### config.mk
export PLATFORM = sky130hd
export DESIGN_NAME = routerOutputPort
export DESIGN_NICKNAME = d
export VERILOG_FILES = /design/src/hdl/nocPkg.sv /design/src/hdl/arbPkg.sv /design/src/hdl/routerOutputPort.sv /design/src/hdl/flitSwitch.sv /design/src/hdl/outputArbiter.sv /design/src/hdl/tenureTimer.sv
export SDC_FILE = /design/constraint.sdc
export NUM_CORES = 1
export LEC_CHECK = 0
export ABC_CLOCK_PERIOD_IN_PS = 2500
export BUFFER_PORTS_ARGS = -buffer_cell sky130_fd_sc_hd__buf_2
export CELL_PAD_IN_SITES_DETAIL_PLACEMENT = 2
export CELL_PAD_IN_SITES_GLOBAL_PLACEMENT = 2
export CORE_ASPECT_RATIO = 1.2
export CORE_MARGIN = 2
export CORE_UTILIZATION = 30
export CTS_CLUSTER_DIAMETER = 80
export CTS_CLUSTER_SIZE = 24
export DETAILED_ROUTE_END_ITERATION = 10
export PLACE_DENSITY_LB_ADDON = 0.3
export SLEW_MARGIN = 20
export SYNTH_ARGS = -nofsm -noshare
export SYNTH_HDL_FRONTEND = slang
export SYNTH_SLANG_ARGS = --single-unit
### constraint.sdc
create_clock -name clk -period 2.5 [get_ports clk]
set_clock_uncertainty 0.2 [all_clocks]
set_input_delay 0.125 -clock clk [delete_from_list [all_inputs] [get_ports clk]]
set_output_delay 0.125 -clock clk [all_outputs]
set_load 0.03 [all_outputs]
### src/hdl/nocPkg.sv
`default_nettype none

package nocPkg;

  localparam int numPorts = 5;

  // Bit positions in request and grant vectors.
  localparam int portL = 0;
  localparam int portN = 1;
  localparam int portE = 2;
  localparam int portW = 3;
  localparam int portS = 4;

  typedef logic [2:0]  flitId_t;  // Flit type / sequence id.
  typedef logic [11:0] pktLen_t;  // Tenure length in cycles.
  typedef logic [15:0] payload_t;

  typedef logic [numPorts-1:0] portVec_t;

  typedef struct packed {
    flitId_t  id;
    pktLen_t  len;
    payload_t data;
  } flit_t;

  typedef flit_t [numPorts-1:0] flitBus_t;  // One flit per input port.

  // One-hot grant patterns.
  localparam portVec_t selL = portVec_t'(1) << portL;
  localparam portVec_t selN = portVec_t'(1) << portN;
  localparam portVec_t selE = portVec_t'(1) << portE;
  localparam portVec_t selW = portVec_t'(1) << portW;
  localparam portVec_t selS = portVec_t'(1) << portS;

endpackage

`default_nettype wire
### src/hdl/arbPkg.sv
`default_nettype none

package arbPkg;

  // Counter spans the full packet length range.
  localparam int cntWidth = $bits(nocPkg::pktLen_t);

  typedef logic [cntWidth-1:0] tenureCnt_t;

  // One-hot, bit 0 is idle and bits 1..5 follow the port order.
  typedef enum logic [5:0] {
    stIdle  = 6'b000001,
    stLocal = 6'b000010,
    stNorth = 6'b000100,
    stEast  = 6'b001000,
    stWest  = 6'b010000,
    stSouth = 6'b100000
  } arbState_t;

endpackage

`default_nettype wire

### src/hdl/routerOutputPort.sv
`timescale 1ns/1ps
`default_nettype none

module routerOutputPort
  import nocPkg::*;
(
  input  wire logic     clk,
  input  wire logic     rst,
  input  wire portVec_t req,
  input  wire flitBus_t inFlits,
  output portVec_t      grant,
  output flit_t         outFlit,
  output logic          outValid
);

  // Grant feeds back to the input ports and drives the switch.
  outputArbiter arb0 (
    .clk     (clk),
    .rst     (rst),
    .req     (req),
    .inFlits (inFlits),
    .grant   (grant)
  );

  flitSwitch sw0 (
    .clk      (clk),
    .rst      (rst),
    .grant    (grant),
    .inFlits  (inFlits),
    .outFlit  (outFlit),
    .outValid (outValid)
  );

endmodule

`default_nettype wire

### src/hdl/flitSwitch.sv
`timescale 1ns/1ps
`default_nettype none

module flitSwitch
  import nocPkg::*;
(
  input  wire logic     clk,
  input  wire logic     rst,
  input  wire portVec_t grant,
  input  wire flitBus_t inFlits,
  output flit_t         outFlit,
  output logic          outValid
);

  flit_t selFlit;

  // Grant is one-hot, so every item is exclusive.
  always_comb
  begin
    case (grant)
      selL:
      begin
        selFlit = inFlits[portL];
      end
      selN:
      begin
        selFlit = inFlits[portN];
      end
      selE:
      begin
        selFlit = inFlits[portE];
      end
      selW:
      begin
        selFlit = inFlits[portW];
      end
      selS:
      begin
        selFlit = inFlits[portS];
      end
      default:
      begin
        selFlit = '0;  // No grant.
      end
    endcase
  end

  always_ff @(posedge clk)
  begin
    if (rst)
    begin
      outFlit  <= '0;
      outValid <= 1'b0;
    end
    else
    begin
      outFlit  <= selFlit;
      outValid <= |grant;
    end
  end

endmodule

`default_nettype wire

### src/hdl/outputArbiter.sv
`timescale 1ns/1ps
`default_nettype none

module outputArbiter
  import nocPkg::*, arbPkg::*;
(
  input  wire logic     clk,
  input  wire logic     rst,
  input  wire portVec_t req,
  input  wire flitBus_t inFlits,
  output portVec_t      grant
);

  arbState_t state;
  arbState_t stateNext;
  portVec_t  timerRun;
  portVec_t  timerExpired;

  // State that grants port idx.
  function automatic arbState_t stateOf(int unsigned idx);
    return arbState_t'(6'b000010 << idx);
  endfunction

  // First requester among span ports, starting at first and wrapping.
  function automatic arbState_t scanReq(portVec_t r, int unsigned first, int unsigned span);
    arbState_t   pick;
    int unsigned idx;
    logic        found;
    pick  = stIdle;
    found = 1'b0;
    for (int unsigned i = 0; i < span; i++)
    begin
      idx = (first + i) % numPorts;
      if (!found && r[idx])
      begin
        pick  = stateOf(idx);
        found = 1'b1;
      end
    end
    return pick;
  endfunction

  tenureTimer timerL (
    .clk     (clk),
    .rst     (rst),
    .len     (inFlits[portL].len),
    .run     (timerRun[portL]),
    .expired (timerExpired[portL])
  );

  tenureTimer timerN (
    .clk     (clk),
    .rst     (rst),
    .len     (inFlits[portN].len),
    .run     (timerRun[portN]),
    .expired (timerExpired[portN])
  );

  tenureTimer timerE (
    .clk     (clk),
    .rst     (rst),
    .len     (inFlits[portE].len),
    .run     (timerRun[portE]),
    .expired (timerExpired[portE])
  );

  tenureTimer timerW (
    .clk     (clk),
    .rst     (rst),
    .len     (inFlits[portW].len),
    .run     (timerRun[portW]),
    .expired (timerExpired[portW])
  );

  tenureTimer timerS (
    .clk     (clk),
    .rst     (rst),
    .len     (inFlits[portS].len),
    .run     (timerRun[portS]),
    .expired (timerExpired[portS])
  );

  always_ff @(posedge clk)
  begin
    if (rst)
    begin
      state <= stIdle;
    end
    else
    begin
      state <= stateNext;
    end
  end

  // Holder keeps the grant until it drops req or its timer expires.
  always_comb
  begin
    stateNext = stIdle;
    timerRun  = '0;
    case (state)
      stIdle:
      begin
        stateNext = scanReq(req, portL, numPorts);  // Fixed L,N,E,W,S order.
      end
      stLocal:
      begin
        if (req[portL] && !timerExpired[portL])
        begin
          timerRun[portL] = 1'b1;
          stateNext       = stLocal;
        end
        else
        begin
          stateNext = scanReq(req, portN, numPorts - 1);  // N..S, then idle.
        end
      end
      stNorth:
      begin
        if (req[portN] && !timerExpired[portN])
        begin
          timerRun[portN] = 1'b1;
          stateNext       = stNorth;
        end
        else
        begin
          stateNext = scanReq(req, portE, numPorts - 1);
        end
      end
      stEast:
      begin
        if (req[portE] && !timerExpired[portE])
        begin
          timerRun[portE] = 1'b1;
          stateNext       = stEast;
        end
        else
        begin
          stateNext = scanReq(req, portW, numPorts - 1);
        end
      end
      stWest:
      begin
        if (req[portW] && !timerExpired[portW])
        begin
          timerRun[portW] = 1'b1;
          stateNext       = stWest;
        end
        else
        begin
          stateNext = scanReq(req, portS, numPorts - 1);
        end
      end
      stSouth:
      begin
        if (req[portS] && !timerExpired[portS])
        begin
          timerRun[portS] = 1'b1;
          stateNext       = stSouth;
        end
        else
        begin
          stateNext = scanReq(req, portS + 1, numPorts - 1);  // Wraps to L.
        end
      end
      default:
      begin
        stateNext = stIdle;
      end
    endcase
  end

  assign grant = portVec_t'(state[numPorts:1]);  // Drop the idle bit.

endmodule

`default_nettype wire

### src/hdl/tenureTimer.sv
`timescale 1ns/1ps
`default_nettype none

module tenureTimer
  import nocPkg::*, arbPkg::*;
(
  input  wire logic    clk,
  input  wire logic    rst,
  input  wire pktLen_t len,
  input  wire logic    run,
  output logic         expired
);

  pktLen_t    lenQ;   // Reloaded every cycle.
  tenureCnt_t count;

  always_ff @(posedge clk)
  begin
    lenQ <= len;
  end

  always_ff @(posedge clk)
  begin
    if (rst)
    begin
      count <= '0;
    end
    else if (!run)
    begin
      count <= '0;  // Idle timer restarts.
    end
    else
    begin
      count <= count + 1'b1;
    end
  end

  assign expired = (count == lenQ);

endmodule

`default_nettype wire

# Word level (Yosys, flattened, before mapping)
# Index checks and enable logic that the tools add are counted.
word_totals:
  ff_bits: 158
  wordCells: 188
op_classes:
  addsub: 5
  n_eq_ne: 16
  mux: 93
  n_bitwise: 5
  reduce_logical: 54
op_table:
  columns: ["op", "n"]
  rows:
  - ["$pmux W31 S5", 1]
  - ["$mux W6", 19]
  - ["$mux W1", 62]
  - ["$add A12 B1 Y12 const B", 5]
  - ["$eq A12 B12 Y1", 5]
  - ["$pmux W6 S6", 1]
  - ["$logic_and A1 B1 Y1", 24]
  - ["$logic_not A1 Y1", 24]
  - ["$mux W5", 4]
  - ["$mux W4", 3]
  - ["$reduce_or A2 Y1", 5]
  - ["$eq A6 B1 Y1 const B", 1]
  - ["$eq A6 B2 Y1 const B", 1]
  - ["$eq A6 B3 Y1 const B", 1]
  - ["$eq A6 B4 Y1 const B", 1]
  - ["$eq A6 B5 Y1 const B", 1]
  - ["$eq A6 B6 Y1 const B", 1]
  - ["$mux W3", 2]
  - ["$eq A5 B1 Y1 const B", 1]
  - ["$eq A5 B2 Y1 const B", 1]
  - ["$eq A5 B3 Y1 const B", 1]
  - ["$eq A5 B4 Y1 const B", 1]
  - ["$eq A5 B5 Y1 const B", 1]
  - ["$not A1 Y1", 5]
  - ["other kinds (2)", 2]

# Logic depth before layout (Yosys ltp)
# Gate-level depths: netlist of run 1.
logic_depth:
  ltp_word: 20
  mapped_depth: 9
  ltp_nobuf: 6

# By module
# From an unflattened synthesis of run 1, not the netlist that was laid out.
unflattened:
  cells_unflattened: 714
  hier_area_um2: 6932.9
modules_own_cells:
  columns: ["module", "n_inst", "cells_each", "area_each_um2", "seq_area_each_um2"]
  rows:
  - ["tenureTimer (arb0.timerE ...)", 4, 83, 869.6, 480.5]
  - ["flitSwitch", 1, 197, 1806.7, 640.6]
  - ["tenureTimer (arb0.timerW)", 1, 85, 893.4, 480.5]
  - ["outputArbiter", 1, 100, 754.5, 120.1]

# Worst setup path after synthesis of run 1
# No wires, ideal clock.
synth_timing:
  path_type: "register -> register"
  from: "register arb0.state[5]"
  to: "register arb0.state[5]"
  setup_time_ns: 0.059
  arrival_time_ns: 1.853
  path_slack_ns: 0.389
  path_stages_with_launch: 7
  n_path_buf: 1
  period_less_slack_ns: 2.111
  cell_sequence: "dfxtp_1 buf_2 or3b_1 or4_4 a32o_1 a41oi_1 o211a_1"
synth_between:
  elab_chain_cells: 2
synth_lines:
  columns: ["element", "line", "source"]
  rows:
  - ["start, declared", "outputArbiter.sv:14", "arbState_t state;"]
  - ["start signal, assigned", "outputArbiter.sv:87", "state <= stIdle;"]
  - ["start signal, assigned", "outputArbiter.sv:91", "state <= stateNext;"]
  - ["$eq A6 B6 Y1 (tied with other cells)", null, null]
  - ["$pmux W6 S6 (*)", "outputArbiter.sv:100", "case (state)"]
# Mark *: on every way between the ends. The rest lies on a longest branch, timed or not.
# A chain may end at the register's enable or synchronous reset.

# Final worst setup path of run 1
layout_timing:
  from: "register arb0.state[3]"
  to: "register, netlist name sw0.outFlit[9]"
layout_between:
  elab_chain_cells: 2
layout_lines:
  columns: ["element", "line", "source"]
  rows:
  - ["$eq A5 B5 Y1 (tied with other cells)", "flitSwitch.sv:20", "case (grant)"]
  - ["$pmux W31 S5 (*)", "flitSwitch.sv:20", null]
# Marked as above.

==> impl_metrics.ini, run 1 <==
[die]
std_cell_rows = 58
die_w_um = 137
dieArea_um2 = 22300
core_um2 = 20800
initial_core_util_pct = 30.5
io_pins = 199
fp.dieH_um = 163

[synthesis]
ys_seq_area_share_pct = 49.9
synthMuxAreaShare_pct = 0
yosys-top-cells-area = dfxtp_1 50%, xor2_1 12%, a222oi_1 4.9%
ys.flop_type = dfxtp_1
synth_async_sr_flop_share_pct = 0
syn_avg_cell_area_um2 = 9.79
synth-seq-cells = 158
synth-edff-count = 0
synth_cell_types = 48
postSynthNetCount = 815
synth_top_family_by_area = XOR/XNOR gates
synthCells = 648
yosys.area_share.xor_xnor_pct = 15.3
syn_area_um2 = 6340
yosysTopAreaCell = dfxtp_1
ys_warn_count = 0
synth-compound-area-share_pct = 14.9
yosys.area_share.simple_pct = 15.3
synth_top_area_share_pct = 49.9
synth_adder_area_share_pct = 0.986

[min_path]
hp-class = input pin to flop

[clocking]
clockRootBuffer = clkbuf_16
clk_path_buf_depth = 2
clkLatencyLatePin_ps = 440
htree_levels = 4
cts_made_buffers = 17
cts_tree = done
clock-sinks = 158
path_clk_slew_ps = 80

[sta]
hold_viol_final = 0
period_share_pct = 98.1
period_needed_ps = 2450
setup_viol = 0
max_freq_ghz = 0.408
timing.slew.headroom_pct = 47.7
tightest_slew_ps = 784
finalMaxSlewViolations = 0

[global_route]
track_usage_pct = 31.9
grt_pass1_vias = 8337
grt_overflow = 0
grt_max_degree = 32
grt_antenna_before_repair = 8
grt_pass1_wl_um = 51600

[worst_setup_path]
arrival_ps = 2600
worstPathRequired_ps = 2650
crit-reg2reg-launch = arb0.state[3]
timing.rr.end = sw0.outFlit[9]
path_depth = 7
critPathKind = flop to flop
critPathMaxStageDelay_ps = 510
worstPathCellList = or3b_1 > o21a_1 > o21ai_0 > a21oi_1 > or2_1 > buf_4 > a21oi_1
end_kind = flop
setup.worst_path.end = sw0.outFlit[9]
path_buf_inv = 1
path_common_cell = a21oi_1
slowest_stage = dfxtp_1
r2r_setup_slack_ps = 50
startpoint_type = flop
cpLargestDelayFamily = simple AND/OR/NAND/NOR gates
startpoint = arb0.state[3]
reg2reg_depth = 7
critPathMaxFanout = 31

[route]
antenna_left = 0
drc = 0
drt_pre_antenna_iters = 7
post_drt_via_cell_ratio = 5.35
routedWlPerCell_um = 26.8
drtIter0Drc = 469
via_count = 7023
wl_um = 35200

[placed_design]
place_congestion = 0.820
hpwl_um = 18700
portBuffers = 198

[layout]
fin_util_pct = 48.3
drive_gt1_share_pct = 26.5
final_nets = 1188
areaGrowthSynthToFinish_pct = 58.7

[power_and_ir_drop]
power.density_cell_area_nw_per_um2 = 664
power_uw = 6690
peakVddDrop_uv = 540
leakage_uw = 0.00419

[status]
status = complete, no violations

[run]
drv_cap = 0
[synthesized netlist by cell type, types with 18 or more instances]
cell,number
nor4_1,21
a21oi_1,37
xor2_1,90
nor2_1,76
dfxtp_1,158
nand2_1,18
nand3_1,25
xnor2_1,21
clkbuf_1,24
a222oi_1,31
a22oi_1,31
[logic make-up (layout without fill, tap and decap cells)]
group                      after synthesis  after routing
AOI/OAI and AO/OA                      128            128
xor gates and xnor gates               111            111
adders and majority gates                5              5
buffers and inverters                   53            438
DFF                                    158            158
other                                    0             10
and+or+nand+nor                        193            193
[final cells by class]
cell class	count	area [um2]
clock buffers	18	439
clock inverters	13	164
multi-input cells	437	3010
flip-flops and latches	158	3160
fillers	2124	10800
inverters	15	56.3
repair buffers	392	2880
diodes	10	25.0
well taps	270	338
[metal layers]
metal	routed length (um)	vias to the layer above	track usage, %
li1	-	3100	-
met1	11900	3487	30.2
met2	19300	314	60.9
met3	1940	122	7.20
met4	2080	0	20.4
met5	0	-	0
[sequential cells by signal (all words and copies together) (netlist names)]
register and count:
arb0.timerE.count 12, arb0.timerL.lenQ 12, arb0.timerN.lenQ 12, arb0.timerE.lenQ 12, arb0.timerW.lenQ 12, arb0.state 6
arb0.timerS.lenQ 12, arb0.timerN.count 12, arb0.timerW.count 12, sw0.outFlit 31, sw0.outValid 1, arb0.timerL.count 12
arb0.timerS.count 12
[what timing repair did]
item,in CTS,in global routing
hold buffers,161,0
endpoints found under the hold margin,98,0
endpoints found under the setup margin,2,15
resized for setup,1,4
buffers inserted,0,4
pin swaps,0,3
[where the power goes]
group          switching, uW  internal, uW
clock                   1160          1600
combinational            734           520
sequential              62.5          2610
[worst min path at each step]
stage / from / endpoint / cells past startpoint
after CTS: inFlits[55] / arb0.timerN.lenQ[8] / 2
after global placement: inFlits[25] / arb0.timerL.lenQ[9] / 1
after detailed placement: inFlits[52] / arb0.timerN.lenQ[5] / 1
after global routing: inFlits[151] / arb0.timerS.lenQ[11] / 2
after floorplan: inFlits[78] / arb0.timerE.lenQ[0] / 0
final: inFlits[151] / arb0.timerS.lenQ[11] / 2
[cells in the final DEF (no fill, tap or decap), types with 5 or more instances in the layout]
| master | netlist | final |
|---|---|---|
| dfxtp_1 | 158 | 158 |
| diode_2 | 0 | 10 |
| a22oi_1 | 31 | 31 |
| nand2_1 | 18 | 18 |
| xnor2_1 | 21 | 21 |
| nor3_1 | 6 | 5 |
| a222oi_1 | 31 | 31 |
| ha_1 | 5 | 5 |
| inv_1 | 15 | 15 |
| o21ai_0 | 5 | 5 |
| nand4_1 | 14 | 14 |
| dlygate4sd3_1 | 0 | 161 |
| nor4_1 | 21 | 17 |
| a211oi_1 | 9 | 8 |
| a21oi_1 | 37 | 36 |
| nand3_1 | 25 | 25 |
| buf_4 | 5 | 31 |
| and3_1 | 15 | 15 |
| nor2_1 | 76 | 74 |
| xor2_1 | 90 | 90 |
| buf_2 | 7 | 198 |
| clkbuf_16 | 0 | 17 |
[worst register-to-register path: stages, from the launching register on]
cell and delay [ps]:
dfxtp_1 510, or3b_1 480, o21a_1 140, o21ai_0 150, a21oi_1 130, or2_1 230
buf_4 250, a21oi_1 290
[metrics by stage]
stage	setup TNS, ps	cells	instance area (um2)	hold slack (ps)	worst slack [ps]
2_1_floorplan	0	648	6340	-47.3	389
3_3_place_gp	0	1107	7770	45.7	152
3_5_place_dp	0	1107	7770	47.4	116
4_1_cts	0	1299	9990	126	63.8
5_1_grt	-3.39	1313	10100	154	-3.39
6_report	0	1313	10100	155	47.5
Note: power is estimated with default switching activity, not from simulation.
==> inputs of run 2 (changes only) <==
ABC_CLOCK_PERIOD_IN_PS = 2700   (was 2500)
clock period = 2.7 ns   (was 2.5 ns; I/O delays follow)
==> run 2 against run 1 <==
Flip-flop and latch count stayed put. Global-route usage is 1.6 points lower. Combinational power is 14% lower. Utilization is 0.58 points lower. Clock-buffer cell count stayed put. Clock power is 6% lower. Fmax is 5.7% lower. Die area stayed put. Routed wire length is 4.8% lower. Critical path type unchanged. Critical endpoint is now sw0.outFlit[23].
==> impl_metrics.ini, run 2 (synthesized netlist as in run 1, its figures left out) <==
[layout]
drive_gt1_share_pct = 25.7
areaGrowthSynthToFinish_pct = 56.8
fin_util_pct = 47.8
largest_reg_flops = 31
layout.cells.most_common = buf_2
fillers = 2091
final_nets = 1178
max_flop_register = sw0.outFlit
final_cell_mix = 198 x buf_2, 161 x dlygate4sd3_1, 158 x dfxtp_1

[route]
drtIter0Drc = 443
routedWlPerCell_um = 25.9
antenna_left = 0
drt_pre_antenna_iters = 8
drc = 0
via_count = 6821
wl_um = 33500
post_drt_via_cell_ratio = 5.27

[worst_setup_path]
critPathMaxFanout = 11
reg2reg_depth = 6
r2r_setup_slack_ps = 100
startpoint = arb0.state[1]
arrival_ps = 2670
end_kind = flop
crit-reg2reg-launch = arb0.state[1]
timing.rr.end = sw0.outFlit[23]
critPathKind = flop to flop
worstPathRequired_ps = 2770
startpoint_type = flop

[die]
fp.dieH_um = 163
core_um2 = 20800
io_pins = 199
dieArea_um2 = 22300
std_cell_rows = 58
initial_core_util_pct = 30.5
die_w_um = 137

[sta]
period_share_pct = 96.3
period_needed_ps = 2600
timing.slew.headroom_pct = 44.4
fin_tns_setup_ps = 0
setup_viol = 0
tightest_slew_ps = 834
max_freq_ghz = 0.385
finalMaxSlewViolations = 0
hold_viol_final = 0

[clocking]
clock-sinks = 158
clk_path_buf_depth = 2
cts_made_buffers = 17
clkLatencyLatePin_ps = 430
cts_tree = done
path_clk_slew_ps = 80
clockRootBuffer = clkbuf_16
htree_levels = 4

[global_route]
grt_pass1_vias = 7960
grt_pass1_wl_um = 49800
grt_overflow = 0
track_usage_pct = 30.3
grt_max_degree = 32
grt_antenna_before_repair = 1

[min_path]
hp-class = input pin to flop
min_to = arb0.timerS.lenQ[2]
min_from = inFlits[142]
whs_path_depth = 2

[status]
status = complete, no violations

[placed_design]
place_congestion = 0.815
portBuffers = 198
hpwl_um = 19000

[power_and_ir_drop]
leakage_uw = 0.00413
peakVddDrop_uv = 552
power.density_cell_area_nw_per_um2 = 621

[run]
drv_cap = 0
[run 2: worst max-delay path by stage]
stage	to	slack, ps	cells after the start
after floorplan	arb0.state[5]	590	6
after CTS	arb0.state[2]	50	6
final	sw0.outFlit[23]	100	6
after detailed placement	sw0.outFlit[8]	210	5
after global routing	sw0.outFlit[23]	-140	6
after global placement	arb0.state[3]	260	6
[run 2: final cells by class]
class | count | area [um2] | share of cell area, %
clock inverters | 14 | 180 | 1.81
flip-flops and latches | 158 | 3160 | 31.8
inverters | 15 | 56.3 | 0.566
well taps | 270 | 338 | 3.40
repair buffers | 382 | 2780 | 27.9
diodes | 1 | 2.50 | 0.0252
multi-input cells | 437 | 3000 | 30.2
clock buffers | 18 | 429 | 4.32
[run 2: critical path: stages (launching register included)]
cell,delay [ps]
dfxtp_1,600
nor2_1,170
nor4bb_4,190
buf_4,180
buf_4,160
a222oi_1,760
a21oi_1,190
[run 2: what timing repair did]
action	in CTS	in global routing
endpoints found under the hold margin	98	0
hold buffers	161	0
gates resized for setup	0	4
setup buffers	0	6
endpoints found under the setup margin	0	26
[run 2: routing by layer]
metal / vias up / GRT usage [%] / part of all wire [%]
li1: 3069 / - / -
met4: 0 / 9.52 / 2.5
met3: 58 / 6.49 / 6.1
met2: 285 / 59.3 / 56
met5: - / 0 / 0
met1: 3409 / 31.5 / 36
[run 2: stage by stage]
step	area [um2]	std cells	worst slack [ps]	total power, uW	hold slack (ps)
2_1_floorplan	6340	648	589	2980	-37.3
3_3_place_gp	7650	1095	263	3330	55.4
3_5_place_dp	7650	1095	206	3360	56.2
4_1_cts	9870	1288	50.2	6080	142
5_1_grt	9950	1295	-140	6380	176
6_report	9950	1295	99.7	6180	173
[run 2: power breakdown]
group / leakage [uW] / switching, uW / internal (uW)
registers: 0.00130 / 82.2 / 2420
logic: 0.00254 / 621 / 461
clock network: 0.000286 / 1120 / 1480
total: 0.00413 / 1830 / 4350
==> inputs of run 3 (changes only) <==
CORE_ASPECT_RATIO = default   (was 1.2)
==> run 3 against run 2 <==
Fmax is 2.0% higher. Cell area rose by 0.47%. Utilization up 0.082 points. Total power grew 2.7%. Non-clock buffer count decreased by 2. Global-route usage grew 1.1 points. Worst hold slack got worse by 18 ps. Highest routed layer is now met5. First-iteration DRC count rose by 23%. Via count rose by 1.9%. Routed wire length is 3.8% higher. Die area about the same. Largest power group unchanged. Flip-flop and latch count stayed put.
==> impl_metrics.ini, run 3 (synthesized netlist as in run 1, its figures left out) <==
[placed_design]
place_congestion = 0.864
hpwl_um = 19000
portBuffers = 198
pre_cts_ws_ps = 130

[route]
drtIter0Drc = 547
wl_um = 34700
routedWlPerCell_um = 26.8
via_count = 6953
post_drt_via_cell_ratio = 5.36
drc = 0
antenna_left = 0
drt_pre_antenna_iters = 6

[min_path]
whs_path_depth = 2
hp-class = input pin to flop
min_from = inFlits[89]
min_to = arb0.timerE.lenQ[11]

[global_route]
grt_use_met3_pct = 6.62
grt_antenna_before_repair = 2
grt_overflow = 0
grt_pass1_vias = 8133
grt_busiest_layer = met2
track_usage_pct = 31.4
grt_max_degree = 32
grt_pass1_wl_um = 51600
met1_usage_pct = 33.9
grtUsageMet2_pct = 56.9

[clocking]
clockRootBuffer = clkbuf_16
path_clk_slew_ps = 70
clkLatencyLatePin_ps = 440
htree_levels = 4
cts_made_buffers = 17
cts_tree = done
clk_path_buf_depth = 2
clock-sinks = 158

[sta]
setup_viol = 0
period_share_pct = 94.4
hold_ws_ps = 155
max_freq_ghz = 0.392
tightest_slew_ps = 874
timing.slew.headroom_pct = 41.7
fin_tns_setup_ps = 0
worst_slack_ps = 152
period_needed_ps = 2550
grt_setup_unrepaired = false
finalMaxSlewViolations = 0
hold_viol_final = 0

[die]
fp.dieH_um = 149
std_cell_rows = 53
core_um2 = 20900
dieArea_um2 = 22300
io_pins = 199
initial_core_util_pct = 30.4
die_w_um = 149

[status]
status = complete, no violations

[layout]
layout.cells.most_common = buf_2
areaGrowthSynthToFinish_pct = 57.5
max_flop_register = sw0.outFlit
multi_input_area_um2 = 2990
ff_latch_area_um2 = 3170
antenna_cells = 0
fillers = 2138
final_cell_mix = 198 x buf_2, 161 x dlygate4sd3_1, 156 x dfxtp_1
final_nets = 1176
largest_reg_flops = 31
drive_gt1_share_pct = 25.6

[power_and_ir_drop]
peakVddDrop_uv = 393
leakage_uw = 0.00414
power.density_cell_area_nw_per_um2 = 635

[worst_setup_path]
critPathKind = flop to flop
arrival_ps = 2640
end_kind = flop
reg2reg_depth = 6
crit-reg2reg-launch = arb0.state[2]
timing.rr.end = sw0.outFlit[17]
critPathMaxFanout = 12
startpoint_type = flop
r2r_setup_slack_ps = 150
worstPathRequired_ps = 2790

[run]
drv_cap = 0
==> run 3: power breakdown <==
| part | switching [uW] | internal [uW] |
|---|---|---|
| clock network | 1100 | 1630 |
| logic | 641 | 465 |
| registers | 92.4 | 2420 |
| total | 1830 | 4510 |
==> run 3: final cells by class <==
| class | instances | area share [%] |
|---|---|---|
| Clock buffer | 20 | 4.67 |
| Timing Repair Buffer | 380 | 27.9 |
| Sequential cell | 158 | 31.7 |
| Clock inverter | 12 | 1.85 |
| Tap cell | 275 | 3.44 |
| Inverter | 15 | 0.563 |
| Multi-Input combinational cell | 437 | 29.9 |
==> run 3: worst max-delay path, stage by stage (launching register included) <==
cell and delay, ps:
dfxtp_1 630, nor2_1 170, nor4bb_4 200, buf_12 160, buf_4 130, a222oi_1 780, a21oi_1 130
==> run 3: metrics by stage <==
| stage | cell area [um2] | utilization (%) | total power (uW) | instances |
|---|---|---|---|---|
| 2_1_floorplan | 6340 | - | 2980 | 648 |
| 3_3_place_gp | 7670 | 36.7 | 3340 | 1100 |
| 3_5_place_dp | 7670 | 36.7 | 3360 | 1100 |
| 4_1_cts | 9940 | 47.6 | 6180 | 1293 |
| 5_1_grt | 9990 | 47.8 | 6530 | 1297 |
| 6_report | 9990 | 47.8 | 6350 | 1297 |
==> run 3: metal layers <==
| layer | vias to the layer above | part of all wire [%] |
|---|---|---|
| met2 | 296 | 52 |
| met1 | 3490 | 38 |
| met5 | - | 0.069 |
| met3 | 102 | 5.2 |
| met4 | 4 | 5.2 |
| li1 | 3061 | - |
==> run 3: what timing repair did <==
action,in CTS,in global routing
gates resized for setup,0,4
endpoints found under the hold margin,98,0
setup endpoints to repair,0,61
hold buffers,161,0
setup buffers,0,4
==> run 3: worst max path at each step <==
stage,from,endpoint,slack [ps]
2_1_floorplan,arb0.state[5],arb0.state[5],590
3_3_place_gp,arb0.state[5],arb0.state[3],310
3_5_place_dp,arb0.state[3],arb0.state[3],130
4_1_cts,arb0.state[5],arb0.state[3],100
5_1_grt,arb0.timerL.count[0],arb0.state[3],20
6_report,arb0.state[2],sw0.outFlit[17],150
